`config.mk`:
```
export PLATFORM = sky130hd
export DESIGN_NAME = ascon_ctrl_top
export DESIGN_NICKNAME = d
export VERILOG_FILES = /design/src/design/ascon_ctrl_pkg.sv /design/src/design/ascon_blk_if.sv /design/src/design/ascon_rnd_if.sv /design/src/design/ascon_block_tracker.sv /design/src/design/ascon_round_counter.sv /design/src/design/ascon_ctrl_fsm.sv /design/src/design/ascon_ctrl_top.sv
export VERILOG_INCLUDE_DIRS = /design/src /design/src/design
export SDC_FILE = /design/constraint.sdc
export NUM_CORES = 1
export LEC_CHECK = 0
export BUFFER_PORTS_ARGS = -buffer_cell sky130_fd_sc_hd__buf_2
export CAP_MARGIN = 20
export CORE_MARGIN = 1.5
export CORE_UTILIZATION = 49
export DETAILED_ROUTE_END_ITERATION = 8
export PLACE_DENSITY = 0.88
export SLEW_MARGIN = 20
export SYNTH_ARGS = -nofsm -noshare
export SYNTH_HDL_FRONTEND = slang
export SYNTH_HIERARCHICAL = 1
export SYNTH_SLANG_ARGS = --single-unit
```
`constraint.sdc`:
```
create_clock -name clk -period 1.8 [get_ports clk]
set_input_delay 0.18 -clock clk [delete_from_list [all_inputs] [get_ports clk]]
set_output_delay 0.18 -clock clk [all_outputs]
set_load 0.05 [all_outputs]
```
`src/design/ascon_ctrl_cfg.svh`:
```
`ifndef ASCON_CTRL_CFG_SVH
`define ASCON_CTRL_CFG_SVH

// byte size of the AD and PT messages
`define ASCON_DATA_AW 7

// number of 64-bit blocks, i.e. the size without its byte index
`define ASCON_BLOCK_AW 4

// permutation round index, up to 12 rounds
`define ASCON_ROUND_W 4

// first round of the p12 and p6 permutations
`define ASCON_RND_P12_START 0
`define ASCON_RND_P6_START 6

// round index at which the sequencer leaves its Mid states
`define ASCON_RND_BEFORE_LAST 10

`endif

```
`src/design/ascon_ctrl_pkg.sv`:
```
`include "ascon_ctrl_cfg.svh"

package ascon_ctrl_pkg;

    typedef logic [`ASCON_DATA_AW-1:0] size_t;
    typedef logic [`ASCON_BLOCK_AW-1:0] blk_cnt_t;
    typedef logic [`ASCON_ROUND_W-1:0] round_t;
    // byte position inside the 8-byte tail block
    typedef logic [2:0] blk_idx_t;

    typedef enum logic {
        RND_P12,
        RND_P6
    } round_mode_e;

    typedef enum logic [4:0] {
        IDLE,
        START,
        INIT_START,
        INIT_MID,
        INIT_END,
        INIT_END_NO_AD,
        INIT_END_NO_AD_FIN,
        AD_WAIT,
        AD_START,
        AD_MID,
        AD_END,
        AD_PAD_START,
        AD_LAST_WAIT,
        AD_LAST_START,
        AD_LAST_MID,
        AD_LAST_END,
        AD_LAST_END_FIN,
        PT_WAIT,
        PT_START,
        FINAL_PAD_START,
        PT_MID,
        PT_END,
        PT_END_FIN,
        FINAL_WAIT,
        FINAL_START,
        FINAL_MID,
        FINAL_END,
        DONE
    } state_e;

endpackage

```
`src/design/ascon_blk_if.sv`:
```
`timescale 1ns/1ps

interface ascon_blk_if;

    // requests from the sequencer
    logic load;
    logic advance;

    // status from the block tracker
    logic skip;
    logic last;
    logic pad_full;

    modport sequencer (
        output load,
        output advance,
        input  skip,
        input  last,
        input  pad_full
    );

    modport tracker (
        input  load,
        input  advance,
        output skip,
        output last,
        output pad_full
    );

endinterface

```
`src/design/ascon_rnd_if.sv`:
```
`timescale 1ns/1ps

interface ascon_rnd_if;

    logic                        load;
    ascon_ctrl_pkg::round_mode_e mode;
    logic                        advance;
    // high while the counter sits one round before the last
    logic                        last_next;

    modport sequencer (
        output load,
        output mode,
        output advance,
        input  last_next
    );

    modport counter (
        input  load,
        input  mode,
        input  advance,
        output last_next
    );

endinterface

```
`src/design/ascon_block_tracker.sv`:
```
`timescale 1ns/1ps
`include "ascon_ctrl_cfg.svh"

module ascon_block_tracker (
    input  logic                     clk,
    input  logic                     rst_n_i,
    input  ascon_ctrl_pkg::size_t    size_i,
    ascon_blk_if.tracker             blk,
    output ascon_ctrl_pkg::blk_idx_t idx_o
);

    ascon_ctrl_pkg::blk_cnt_t cnt_q;
    ascon_ctrl_pkg::blk_cnt_t max_cnt_s;
    ascon_ctrl_pkg::blk_idx_t idx_s;

    // full 64-bit blocks and the byte index of the tail block
    assign max_cnt_s = ascon_ctrl_pkg::blk_cnt_t'(size_i[`ASCON_DATA_AW-1:3]);
    assign idx_s     = size_i[2:0];

    always_ff @(posedge clk) begin
        if (!rst_n_i) begin
            cnt_q <= '0;
        end else if (blk.load) begin
            cnt_q <= '0;
        end else if (blk.advance) begin
            cnt_q <= cnt_q + 1'b1;
        end
    end

    assign blk.skip     = (size_i == '0);
    // the tail block is the one after all full blocks
    assign blk.last     = (cnt_q == max_cnt_s);
    // no tail bytes left, so the last block holds padding only
    assign blk.pad_full = (idx_s == '0);

    assign idx_o = idx_s;

endmodule

```
`src/design/ascon_round_counter.sv`:
```
`timescale 1ns/1ps
`include "ascon_ctrl_cfg.svh"

module ascon_round_counter (
    input  logic                   clk,
    input  logic                   rst_n_i,
    ascon_rnd_if.counter           rnd,
    output ascon_ctrl_pkg::round_t round_o
);

    ascon_ctrl_pkg::round_t round_q;
    ascon_ctrl_pkg::round_t start_s;

    // p12 runs rounds 0..11, p6 only the last six
    assign start_s = (rnd.mode == ascon_ctrl_pkg::RND_P12) ?
                     ascon_ctrl_pkg::round_t'(`ASCON_RND_P12_START) :
                     ascon_ctrl_pkg::round_t'(`ASCON_RND_P6_START);

    always_ff @(posedge clk) begin
        if (!rst_n_i) begin
            round_q <= '0;
        end else if (rnd.load) begin
            round_q <= start_s;
        end else if (rnd.advance) begin
            round_q <= round_q + 1'b1;
        end
    end

    assign rnd.last_next = (round_q == ascon_ctrl_pkg::round_t'(`ASCON_RND_BEFORE_LAST));

    // round constant index for the permutation datapath
    assign round_o = round_q;

endmodule

```
`src/design/ascon_ctrl_fsm.sv`:
```
`timescale 1ns/1ps

module ascon_ctrl_fsm (
    input  logic          clk,
    input  logic          rst_n_i,
    input  logic          start_i,
    input  logic          ad_empty_i,
    input  logic          pt_empty_i,
    input  logic          ct_full_i,
    ascon_blk_if.sequencer ad_blk,
    ascon_blk_if.sequencer pt_blk,
    ascon_rnd_if.sequencer rnd,
    output logic          ready_o,
    output logic          wait_ad_o,
    output logic          wait_pt_o,
    output logic          first_round_o,
    output logic          ad_pop_o,
    output logic          ad_flush_o,
    output logic          pt_pop_o,
    output logic          pt_flush_o,
    output logic          ct_push_o,
    output logic          ct_flush_o,
    output logic          en_ad_pad_o,
    output logic          en_pt_pad_o,
    output logic          en_ct_trunc_o,
    output logic          en_state_o,
    output logic          sel_ad_o,
    output logic          sel_state_init_o,
    output logic          sel_xor_init_o,
    output logic          sel_xor_ext_o,
    output logic          sel_xor_dom_sep_o,
    output logic          sel_xor_fin_o,
    output logic          sel_xor_tag_o,
    output logic          tag_valid_o
);

    ascon_ctrl_pkg::state_e state_q, state_d;
    ascon_ctrl_pkg::state_e ad_next_s, pt_next_s, fin_next_s;

    logic ad_ready_s;
    logic pt_ready_s;

    assign ad_ready_s = !ad_empty_i;
    // a PT block is only taken when its CT block has room
    assign pt_ready_s = !pt_empty_i && !ct_full_i;

    // successor after the last round of the initialization or an AD block
    always_comb begin
        if (ad_blk.last && ad_blk.pad_full) begin
            ad_next_s = ascon_ctrl_pkg::AD_PAD_START;
        end else if (ad_blk.last) begin
            ad_next_s = ad_ready_s ? ascon_ctrl_pkg::AD_LAST_START : ascon_ctrl_pkg::AD_LAST_WAIT;
        end else begin
            ad_next_s = ad_ready_s ? ascon_ctrl_pkg::AD_START : ascon_ctrl_pkg::AD_WAIT;
        end
    end

    assign pt_next_s = pt_ready_s ? ascon_ctrl_pkg::PT_START : ascon_ctrl_pkg::PT_WAIT;

    // a pure padding block needs no PT, so it never waits
    always_comb begin
        if (pt_blk.pad_full) begin
            fin_next_s = ascon_ctrl_pkg::FINAL_PAD_START;
        end else begin
            fin_next_s = pt_ready_s ? ascon_ctrl_pkg::FINAL_START : ascon_ctrl_pkg::FINAL_WAIT;
        end
    end

    always_comb begin
        state_d           = state_q;
        ready_o           = 1'b0;
        wait_ad_o         = 1'b0;
        wait_pt_o         = 1'b0;
        first_round_o     = 1'b0;
        ad_pop_o          = 1'b0;
        ad_flush_o        = 1'b0;
        pt_pop_o          = 1'b0;
        pt_flush_o        = 1'b0;
        ct_push_o         = 1'b0;
        ct_flush_o        = 1'b0;
        en_ad_pad_o       = 1'b0;
        en_pt_pad_o       = 1'b0;
        en_ct_trunc_o     = 1'b0;
        en_state_o        = 1'b0;
        sel_ad_o          = 1'b0;
        sel_state_init_o  = 1'b0;
        sel_xor_init_o    = 1'b0;
        sel_xor_ext_o     = 1'b0;
        sel_xor_dom_sep_o = 1'b0;
        sel_xor_fin_o     = 1'b0;
        sel_xor_tag_o     = 1'b0;
        tag_valid_o       = 1'b0;
        ad_blk.load       = 1'b0;
        ad_blk.advance    = 1'b0;
        pt_blk.load       = 1'b0;
        pt_blk.advance    = 1'b0;
        rnd.load          = 1'b0;
        rnd.mode          = ascon_ctrl_pkg::RND_P6;
        rnd.advance       = 1'b0;

        case (state_q)
            ascon_ctrl_pkg::IDLE: begin
                // flush the FIFOs until a new message starts
                ready_o    = 1'b1;
                ad_flush_o = 1'b1;
                pt_flush_o = 1'b1;
                ct_flush_o = 1'b1;
                if (start_i) begin
                    state_d = ascon_ctrl_pkg::START;
                end
            end
            ascon_ctrl_pkg::START: begin
                ad_blk.load = 1'b1;
                pt_blk.load = 1'b1;
                rnd.load    = 1'b1;
                rnd.mode    = ascon_ctrl_pkg::RND_P12;
                state_d     = ascon_ctrl_pkg::INIT_START;
            end
            ascon_ctrl_pkg::INIT_START: begin
                // load key and nonce into the state and run round 0
                first_round_o    = 1'b1;
                en_state_o       = 1'b1;
                rnd.advance      = 1'b1;
                sel_state_init_o = 1'b1;
                state_d          = ascon_ctrl_pkg::INIT_MID;
            end
            ascon_ctrl_pkg::INIT_MID: begin
                en_state_o  = 1'b1;
                rnd.advance = 1'b1;
                if (rnd.last_next) begin
                    if (ad_blk.skip && pt_blk.last) begin
                        state_d = ascon_ctrl_pkg::INIT_END_NO_AD_FIN;
                    end else if (ad_blk.skip) begin
                        state_d = ascon_ctrl_pkg::INIT_END_NO_AD;
                    end else begin
                        state_d = ascon_ctrl_pkg::INIT_END;
                    end
                end
            end
            ascon_ctrl_pkg::INIT_END: begin
                en_state_o     = 1'b1;
                rnd.load       = 1'b1;
                sel_xor_init_o = 1'b1;
                state_d        = ad_next_s;
            end
            ascon_ctrl_pkg::INIT_END_NO_AD: begin
                // without AD the domain separation goes in right after the key
                en_state_o        = 1'b1;
                rnd.load          = 1'b1;
                sel_xor_init_o    = 1'b1;
                sel_xor_dom_sep_o = 1'b1;
                state_d           = pt_next_s;
            end
            ascon_ctrl_pkg::INIT_END_NO_AD_FIN: begin
                en_state_o        = 1'b1;
                rnd.load          = 1'b1;
                rnd.mode          = ascon_ctrl_pkg::RND_P12;
                sel_xor_init_o    = 1'b1;
                sel_xor_dom_sep_o = 1'b1;
                state_d           = fin_next_s;
            end
            ascon_ctrl_pkg::AD_WAIT: begin
                wait_ad_o = 1'b1;
                if (!start_i) begin
                    state_d = ascon_ctrl_pkg::IDLE;
                end else if (ad_ready_s) begin
                    state_d = ascon_ctrl_pkg::AD_START;
                end
            end
            ascon_ctrl_pkg::AD_START: begin
                first_round_o  = 1'b1;
                en_state_o     = 1'b1;
                rnd.advance    = 1'b1;
                sel_ad_o       = 1'b1;
                ad_pop_o       = 1'b1;
                ad_blk.advance = 1'b1;
                sel_xor_ext_o  = 1'b1;
                state_d        = ascon_ctrl_pkg::AD_MID;
            end
            ascon_ctrl_pkg::AD_MID: begin
                en_state_o  = 1'b1;
                rnd.advance = 1'b1;
                if (rnd.last_next) begin
                    state_d = ascon_ctrl_pkg::AD_END;
                end
            end
            ascon_ctrl_pkg::AD_END: begin
                en_state_o = 1'b1;
                rnd.load   = 1'b1;
                state_d    = ad_next_s;
            end
            ascon_ctrl_pkg::AD_PAD_START: begin
                // extra block of padding only, nothing is popped
                first_round_o  = 1'b1;
                en_state_o     = 1'b1;
                rnd.advance    = 1'b1;
                sel_ad_o       = 1'b1;
                ad_blk.advance = 1'b1;
                sel_xor_ext_o  = 1'b1;
                en_ad_pad_o    = 1'b1;
                state_d        = ascon_ctrl_pkg::AD_LAST_MID;
            end
            ascon_ctrl_pkg::AD_LAST_WAIT: begin
                wait_ad_o = 1'b1;
                if (!start_i) begin
                    state_d = ascon_ctrl_pkg::IDLE;
                end else if (ad_ready_s) begin
                    state_d = ascon_ctrl_pkg::AD_LAST_START;
                end
            end
            ascon_ctrl_pkg::AD_LAST_START: begin
                first_round_o  = 1'b1;
                en_state_o     = 1'b1;
                rnd.advance    = 1'b1;
                sel_ad_o       = 1'b1;
                ad_pop_o       = 1'b1;
                ad_blk.advance = 1'b1;
                sel_xor_ext_o  = 1'b1;
                en_ad_pad_o    = 1'b1;
                state_d        = ascon_ctrl_pkg::AD_LAST_MID;
            end
            ascon_ctrl_pkg::AD_LAST_MID: begin
                en_state_o  = 1'b1;
                rnd.advance = 1'b1;
                if (rnd.last_next) begin
                    state_d = pt_blk.last ? ascon_ctrl_pkg::AD_LAST_END_FIN :
                                            ascon_ctrl_pkg::AD_LAST_END;
                end
            end
            ascon_ctrl_pkg::AD_LAST_END: begin
                en_state_o        = 1'b1;
                rnd.load          = 1'b1;
                sel_xor_dom_sep_o = 1'b1;
                state_d           = pt_next_s;
            end
            ascon_ctrl_pkg::AD_LAST_END_FIN: begin
                en_state_o        = 1'b1;
                rnd.load          = 1'b1;
                rnd.mode          = ascon_ctrl_pkg::RND_P12;
                sel_xor_dom_sep_o = 1'b1;
                state_d           = fin_next_s;
            end
            ascon_ctrl_pkg::PT_WAIT: begin
                wait_pt_o = 1'b1;
                if (!start_i) begin
                    state_d = ascon_ctrl_pkg::IDLE;
                end else if (pt_ready_s) begin
                    state_d = ascon_ctrl_pkg::PT_START;
                end
            end
            ascon_ctrl_pkg::PT_START: begin
                // CT comes out of the same xor that absorbs PT
                first_round_o  = 1'b1;
                en_state_o     = 1'b1;
                rnd.advance    = 1'b1;
                pt_pop_o       = 1'b1;
                ct_push_o      = 1'b1;
                pt_blk.advance = 1'b1;
                sel_xor_ext_o  = 1'b1;
                state_d        = ascon_ctrl_pkg::PT_MID;
            end
            ascon_ctrl_pkg::PT_MID: begin
                en_state_o  = 1'b1;
                rnd.advance = 1'b1;
                if (rnd.last_next) begin
                    state_d = pt_blk.last ? ascon_ctrl_pkg::PT_END_FIN : ascon_ctrl_pkg::PT_END;
                end
            end
            ascon_ctrl_pkg::PT_END: begin
                en_state_o = 1'b1;
                rnd.load   = 1'b1;
                state_d    = pt_next_s;
            end
            ascon_ctrl_pkg::PT_END_FIN: begin
                en_state_o = 1'b1;
                rnd.load   = 1'b1;
                rnd.mode   = ascon_ctrl_pkg::RND_P12;
                state_d    = fin_next_s;
            end
            ascon_ctrl_pkg::FINAL_PAD_START: begin
                // padding block only, its CT would be truncated to nothing
                first_round_o = 1'b1;
                en_state_o    = 1'b1;
                rnd.advance   = 1'b1;
                sel_xor_ext_o = 1'b1;
                sel_xor_fin_o = 1'b1;
                en_pt_pad_o   = 1'b1;
                state_d       = ascon_ctrl_pkg::FINAL_MID;
            end
            ascon_ctrl_pkg::FINAL_WAIT: begin
                wait_pt_o = 1'b1;
                if (!start_i) begin
                    state_d = ascon_ctrl_pkg::IDLE;
                end else if (pt_ready_s) begin
                    state_d = ascon_ctrl_pkg::FINAL_START;
                end
            end
            ascon_ctrl_pkg::FINAL_START: begin
                first_round_o = 1'b1;
                en_state_o    = 1'b1;
                rnd.advance   = 1'b1;
                pt_pop_o      = 1'b1;
                ct_push_o     = 1'b1;
                sel_xor_ext_o = 1'b1;
                sel_xor_fin_o = 1'b1;
                en_pt_pad_o   = 1'b1;
                en_ct_trunc_o = 1'b1;
                state_d       = ascon_ctrl_pkg::FINAL_MID;
            end
            ascon_ctrl_pkg::FINAL_MID: begin
                en_state_o  = 1'b1;
                rnd.advance = 1'b1;
                if (rnd.last_next) begin
                    state_d = ascon_ctrl_pkg::FINAL_END;
                end
            end
            ascon_ctrl_pkg::FINAL_END: begin
                en_state_o    = 1'b1;
                sel_xor_tag_o = 1'b1;
                state_d       = ascon_ctrl_pkg::DONE;
            end
            ascon_ctrl_pkg::DONE: begin
                // tag stays valid while start is held
                tag_valid_o = 1'b1;
                if (!start_i) begin
                    state_d = ascon_ctrl_pkg::IDLE;
                end
            end
            default: begin
                state_d = ascon_ctrl_pkg::IDLE;
            end
        endcase
    end

    always_ff @(posedge clk) begin
        if (!rst_n_i) begin
            state_q <= ascon_ctrl_pkg::IDLE;
        end else begin
            state_q <= state_d;
        end
    end

endmodule

```
`src/design/ascon_ctrl_top.sv`:
```
`timescale 1ns/1ps

module ascon_ctrl_top (
    input  logic                     clk,
    input  logic                     rst_n_i,
    input  logic                     start_i,
    input  ascon_ctrl_pkg::size_t    ad_size_i,
    input  ascon_ctrl_pkg::size_t    pt_size_i,
    input  logic                     ad_empty_i,
    input  logic                     pt_empty_i,
    input  logic                     ct_full_i,
    output logic                     ready_o,
    output logic                     wait_ad_o,
    output logic                     wait_pt_o,
    output logic                     first_round_o,
    output logic                     ad_pop_o,
    output logic                     ad_flush_o,
    output logic                     pt_pop_o,
    output logic                     pt_flush_o,
    output logic                     ct_push_o,
    output logic                     ct_flush_o,
    output logic                     en_ad_pad_o,
    output logic                     en_pt_pad_o,
    output logic                     en_ct_trunc_o,
    output logic                     en_state_o,
    output logic                     sel_ad_o,
    output logic                     sel_state_init_o,
    output logic                     sel_xor_init_o,
    output logic                     sel_xor_ext_o,
    output logic                     sel_xor_dom_sep_o,
    output logic                     sel_xor_fin_o,
    output logic                     sel_xor_tag_o,
    output logic                     tag_valid_o,
    output ascon_ctrl_pkg::round_t   round_o,
    output ascon_ctrl_pkg::blk_idx_t ad_idx_o,
    output ascon_ctrl_pkg::blk_idx_t pt_idx_o
);

    ascon_blk_if ad_blk ();
    ascon_blk_if pt_blk ();
    ascon_rnd_if rnd ();

    ascon_ctrl_fsm u_fsm (
        .clk               (clk),
        .rst_n_i           (rst_n_i),
        .start_i           (start_i),
        .ad_empty_i        (ad_empty_i),
        .pt_empty_i        (pt_empty_i),
        .ct_full_i         (ct_full_i),
        .ad_blk            (ad_blk.sequencer),
        .pt_blk            (pt_blk.sequencer),
        .rnd               (rnd.sequencer),
        .ready_o           (ready_o),
        .wait_ad_o         (wait_ad_o),
        .wait_pt_o         (wait_pt_o),
        .first_round_o     (first_round_o),
        .ad_pop_o          (ad_pop_o),
        .ad_flush_o        (ad_flush_o),
        .pt_pop_o          (pt_pop_o),
        .pt_flush_o        (pt_flush_o),
        .ct_push_o         (ct_push_o),
        .ct_flush_o        (ct_flush_o),
        .en_ad_pad_o       (en_ad_pad_o),
        .en_pt_pad_o       (en_pt_pad_o),
        .en_ct_trunc_o     (en_ct_trunc_o),
        .en_state_o        (en_state_o),
        .sel_ad_o          (sel_ad_o),
        .sel_state_init_o  (sel_state_init_o),
        .sel_xor_init_o    (sel_xor_init_o),
        .sel_xor_ext_o     (sel_xor_ext_o),
        .sel_xor_dom_sep_o (sel_xor_dom_sep_o),
        .sel_xor_fin_o     (sel_xor_fin_o),
        .sel_xor_tag_o     (sel_xor_tag_o),
        .tag_valid_o       (tag_valid_o)
    );

    ascon_block_tracker u_ad_trk (
        .clk     (clk),
        .rst_n_i (rst_n_i),
        .size_i  (ad_size_i),
        .blk     (ad_blk.tracker),
        .idx_o   (ad_idx_o)
    );

    // the CT truncation index is the PT tail index
    ascon_block_tracker u_pt_trk (
        .clk     (clk),
        .rst_n_i (rst_n_i),
        .size_i  (pt_size_i),
        .blk     (pt_blk.tracker),
        .idx_o   (pt_idx_o)
    );

    ascon_round_counter u_rnd (
        .clk     (clk),
        .rst_n_i (rst_n_i),
        .rnd     (rnd.counter),
        .round_o (round_o)
    );

endmodule

```
==> summary by stage <==
Run status
The flow ran to the end, but the final reports show violations. The final reports fail on negative setup slack.

Power
In this run, the combinational gates consume a little over four fifths of the power. The part of the total power dissipated in sequential elements is a little over a tenth. Net switching is ~53% of the power. The clock network is responsible for under 10% of the overall power.

For this design the total switching power over the nets is roughly 0.0033 W. The internal power component is slightly below 0.003 W. The worst vdd rail ir drop is 1.006 mV. Summing internal, switching and leakage power gives 0.006164 W. For this design the static power due to leakage is about 1.4 nW. Power spread over the standard cell area amounts to ~1900 mW/mm².

Floorplan
The floorplan step defined a die boundary enclosing ~0.0047 mm². Measured along the x axis, the die boundary spans between 60 and 70 µm. The initial standard-cell utilization of the core is 51.99%. The area of the core is 0.004086 mm². The top-level I/O count is 52.

The floorplan has 23 rows. The height of the die is around 70 µm.

GRT
The via count of the first global-routing pass came to between 2000 and 2500. The number of antenna violations at the first check in global routing is 0. The overall routing resource usage is around a third. The first-pass GRT wire length is approximately 11000 µm.

The total congestion overflow is 0. The maximum number of pins on one net before global-route repair is 24.

STA
The minimum hold slack is approximately 0.31 ns. Clock skew on the completed layout was measured at around 0.0046 ns. The final-report max-slew violation count is 0. Static timing analysis puts the maximum clock frequency at 0.5160 GHz.

The post-route fraction of the period consumed by the critical path is 107.7%. At the pin with the least slew margin, the transition time is about 0.71 ns. The hold violation total from the final report is 0. Setup repair after global routing could not meet its margin everywhere. Setup violations remaining at the end of the flow were counted as 10. The tightest slew margin relative to the limit is 52.14%. The final setup slack of the worst path is -0.1381 ns. The clock period minus worst slack is 1.938 ns.

Setup path
The type of origin of the critical path is a flip-flop. In this run the worst path has a maximum fanout of 23. The cell family with the largest share of critical-path delay is compound AO/OA/AOI/OAI gates.

The largest single stage delay on the critical path is ~0.43 ns. The worst register-to-register path has a depth of 6. The worst setup path is captured at a flip-flop. The cell type of the slowest stage on the worst timing path is dfxtp_2. In this run the critical register-to-register path is captured at u_fsm/state_q[3]$_SDFFE_PN0P_. At the worst endpoint, the required time is approximately 2 ns.

Walking the worst path, the cells encountered are buf_12, xnor2_1, nand4b_1, a41oi_2, nor2_2, a311oi_2. Data arrives at the worst endpoint at approximately 2.1 ns. In this run the register-to-register setup slack is -0.14 ns. The critical path buffer and inverter count is 1. The startpoint of the most critical register-to-register path is u_fsm/state_q[2]$_SDFFE_PN0P_.

The critical path is of the reg -> reg type.

Yosys
The netlist area before placement is 0.002125 mm². After synthesis, the mean cell area works out to ~7.5 µm². The number of cells produced by synthesis is between 200 and 300. Synthesis produced a netlist with a net count of between 300 and 400. The number of warnings issued by yosys is 6.

Worst hold path
For hold timing, the worst endpoint is u_rnd/round_o[2]$_SDFFE_PN0P_. The type of the tightest min-delay check is in -> reg. The source of the worst hold timing path is rst_n_i. The worst hold path was traced through 2 stages.

Placed design
The cell area reported after detailed placement is approximately 0.0026 mm². The worst slack at placement is -0.1382 ns. Summed over all nets, the half-perimeter wirelength after detailed placement is approximately 5000 µm. The number of buffers inserted by port buffering is approximately 50.

Routability-driven placement finished with a final weighted congestion of 1.081.

Finish
The most common cell after layout, fill and taps aside is buf_4. Fill cells in the final layout number 237. In the final layout, the share of cells above drive strength 1 is 51.64%. The cell area after layout is roughly 0.0033 mm². The count of inserted antenna diode cells is 0.

The top cell types in the final layout, fill and taps aside, are buf_4 (59), buf_2 (31), nor2_1 (21). The layout overhead on the synthesized area is 53.71%. The layout net count is a little under 400. At the end of the flow the core is filled with cells to about four fifths.

Detailed routing
The first detailed-routing pass took 5 iterations. The count of unresolved DRC violations after routing is 0. The number of violations reported at the end of detailed-routing iteration 0 is approximately 320. The final route contains about 2700 vias. Summed over all layers, the routed wires come to 8266 µm. The residual antenna-violating net count after detailed routing is 0.

In the routed layout, each cell is associated on average with a via count of between 6 and 7. Dividing the detail-routed wire length by the instance count gives approximately 20 µm.

Clocking
The clock passes through at most 2 buffers. The total clock sinks is 17. The clock tree root driver cell is clkbuf_8.

The number of levels in the clock H-tree is 1. TritonCTS built the clock tree. The later pin in the worst-skew pair is clocked with a latency of about 0.25 ns. The number of buffers created by CTS is 3. After clock tree synthesis, the flow added hold-fix buffers numbering 0. Clock-pin slew was measured on the worst setup and hold paths at roughly 0.07 ns.

Run
The reported max-cap violation count is 0.
worst max path at each step:
stage                                    end                      startpoint  cells after the start
6_report       u_fsm/state_q[3]$_SDFFE_PN0P_   u_fsm/state_q[2]$_SDFFE_PN0P_                      6
5_1_grt        u_fsm/state_q[2]$_SDFFE_PN0P_  u_ad_trk/cnt_q[0]$_SDFFE_PP0P_                      8
4_1_cts        u_fsm/state_q[2]$_SDFFE_PN0P_  u_ad_trk/cnt_q[1]$_SDFFE_PP0P_                      7
3_5_place_dp   u_fsm/state_q[2]$_SDFFE_PN0P_  u_ad_trk/cnt_q[0]$_SDFFE_PP0P_                      7
3_3_place_gp   u_fsm/state_q[2]$_SDFFE_PN0P_  u_ad_trk/cnt_q[1]$_SDFFE_PP0P_                      7
2_1_floorplan                       ad_pop_o   u_fsm/state_q[3]$_SDFFE_PN0P_                      5
state kept, by name (all words and copies together) (netlist names):
signal,flops
u_fsm/state_q,5
u_ad_trk/cnt_q,4
u_pt_trk/cnt_q,4
u_rnd/round_o,4
stage by stage:
stage	std cells	setup TNS, ns
finish	416	-0.5475
detailed placement	395	-0.4022
global placement	395	-0.2054
global route	416	-1.213
floorplan	285	-0.3321
CTS	407	-0.1360
power by group through the flow:
stage / Sequential (W) / Clock (W) / Combinational, W
2_1_floorplan: 0.000619 / 0 / 0.00301
3_3_place_gp: 0.000597 / 0 / 0.00388
3_5_place_dp: 0.000604 / 0 / 0.00396
4_1_cts: 0.000624 / 0.000300 / 0.00442
5_1_grt: 0.000651 / 0.000312 / 0.00548
6_report: 0.000650 / 0.000294 / 0.00522
what timing repair did:
item                                    in CTS  in global routing
buffers inserted                             7                  8
endpoints found under the setup margin      34                 28
gates resized for setup                     46                 56
gates cloned                                 2                  1
pin swaps                                   12                 13
cell type report:
class	instances	area, µm²	area share, %
clock buffers	4	45.04	1.379
well taps	50	62.56	1.916
flip-flops and latches	17	361.6	11.07
inverters	8	30.03	0.9195
multi-input cells	226	1837	56.25
repair buffers	111	929.6	28.47
layer usage:
metal | vias up | GRT usage (%) | wire length (µm)
met5 | - | 0 | 0
li1 | 1196 | - | -
met4 | 0 | 18.14 | 419
met1 | 1246 | 35.63 | 2929
met2 | 203 | 55.29 | 4121
met3 | 48 | 6.169 | 796
Note: power is estimated with default switching activity, not from simulation.
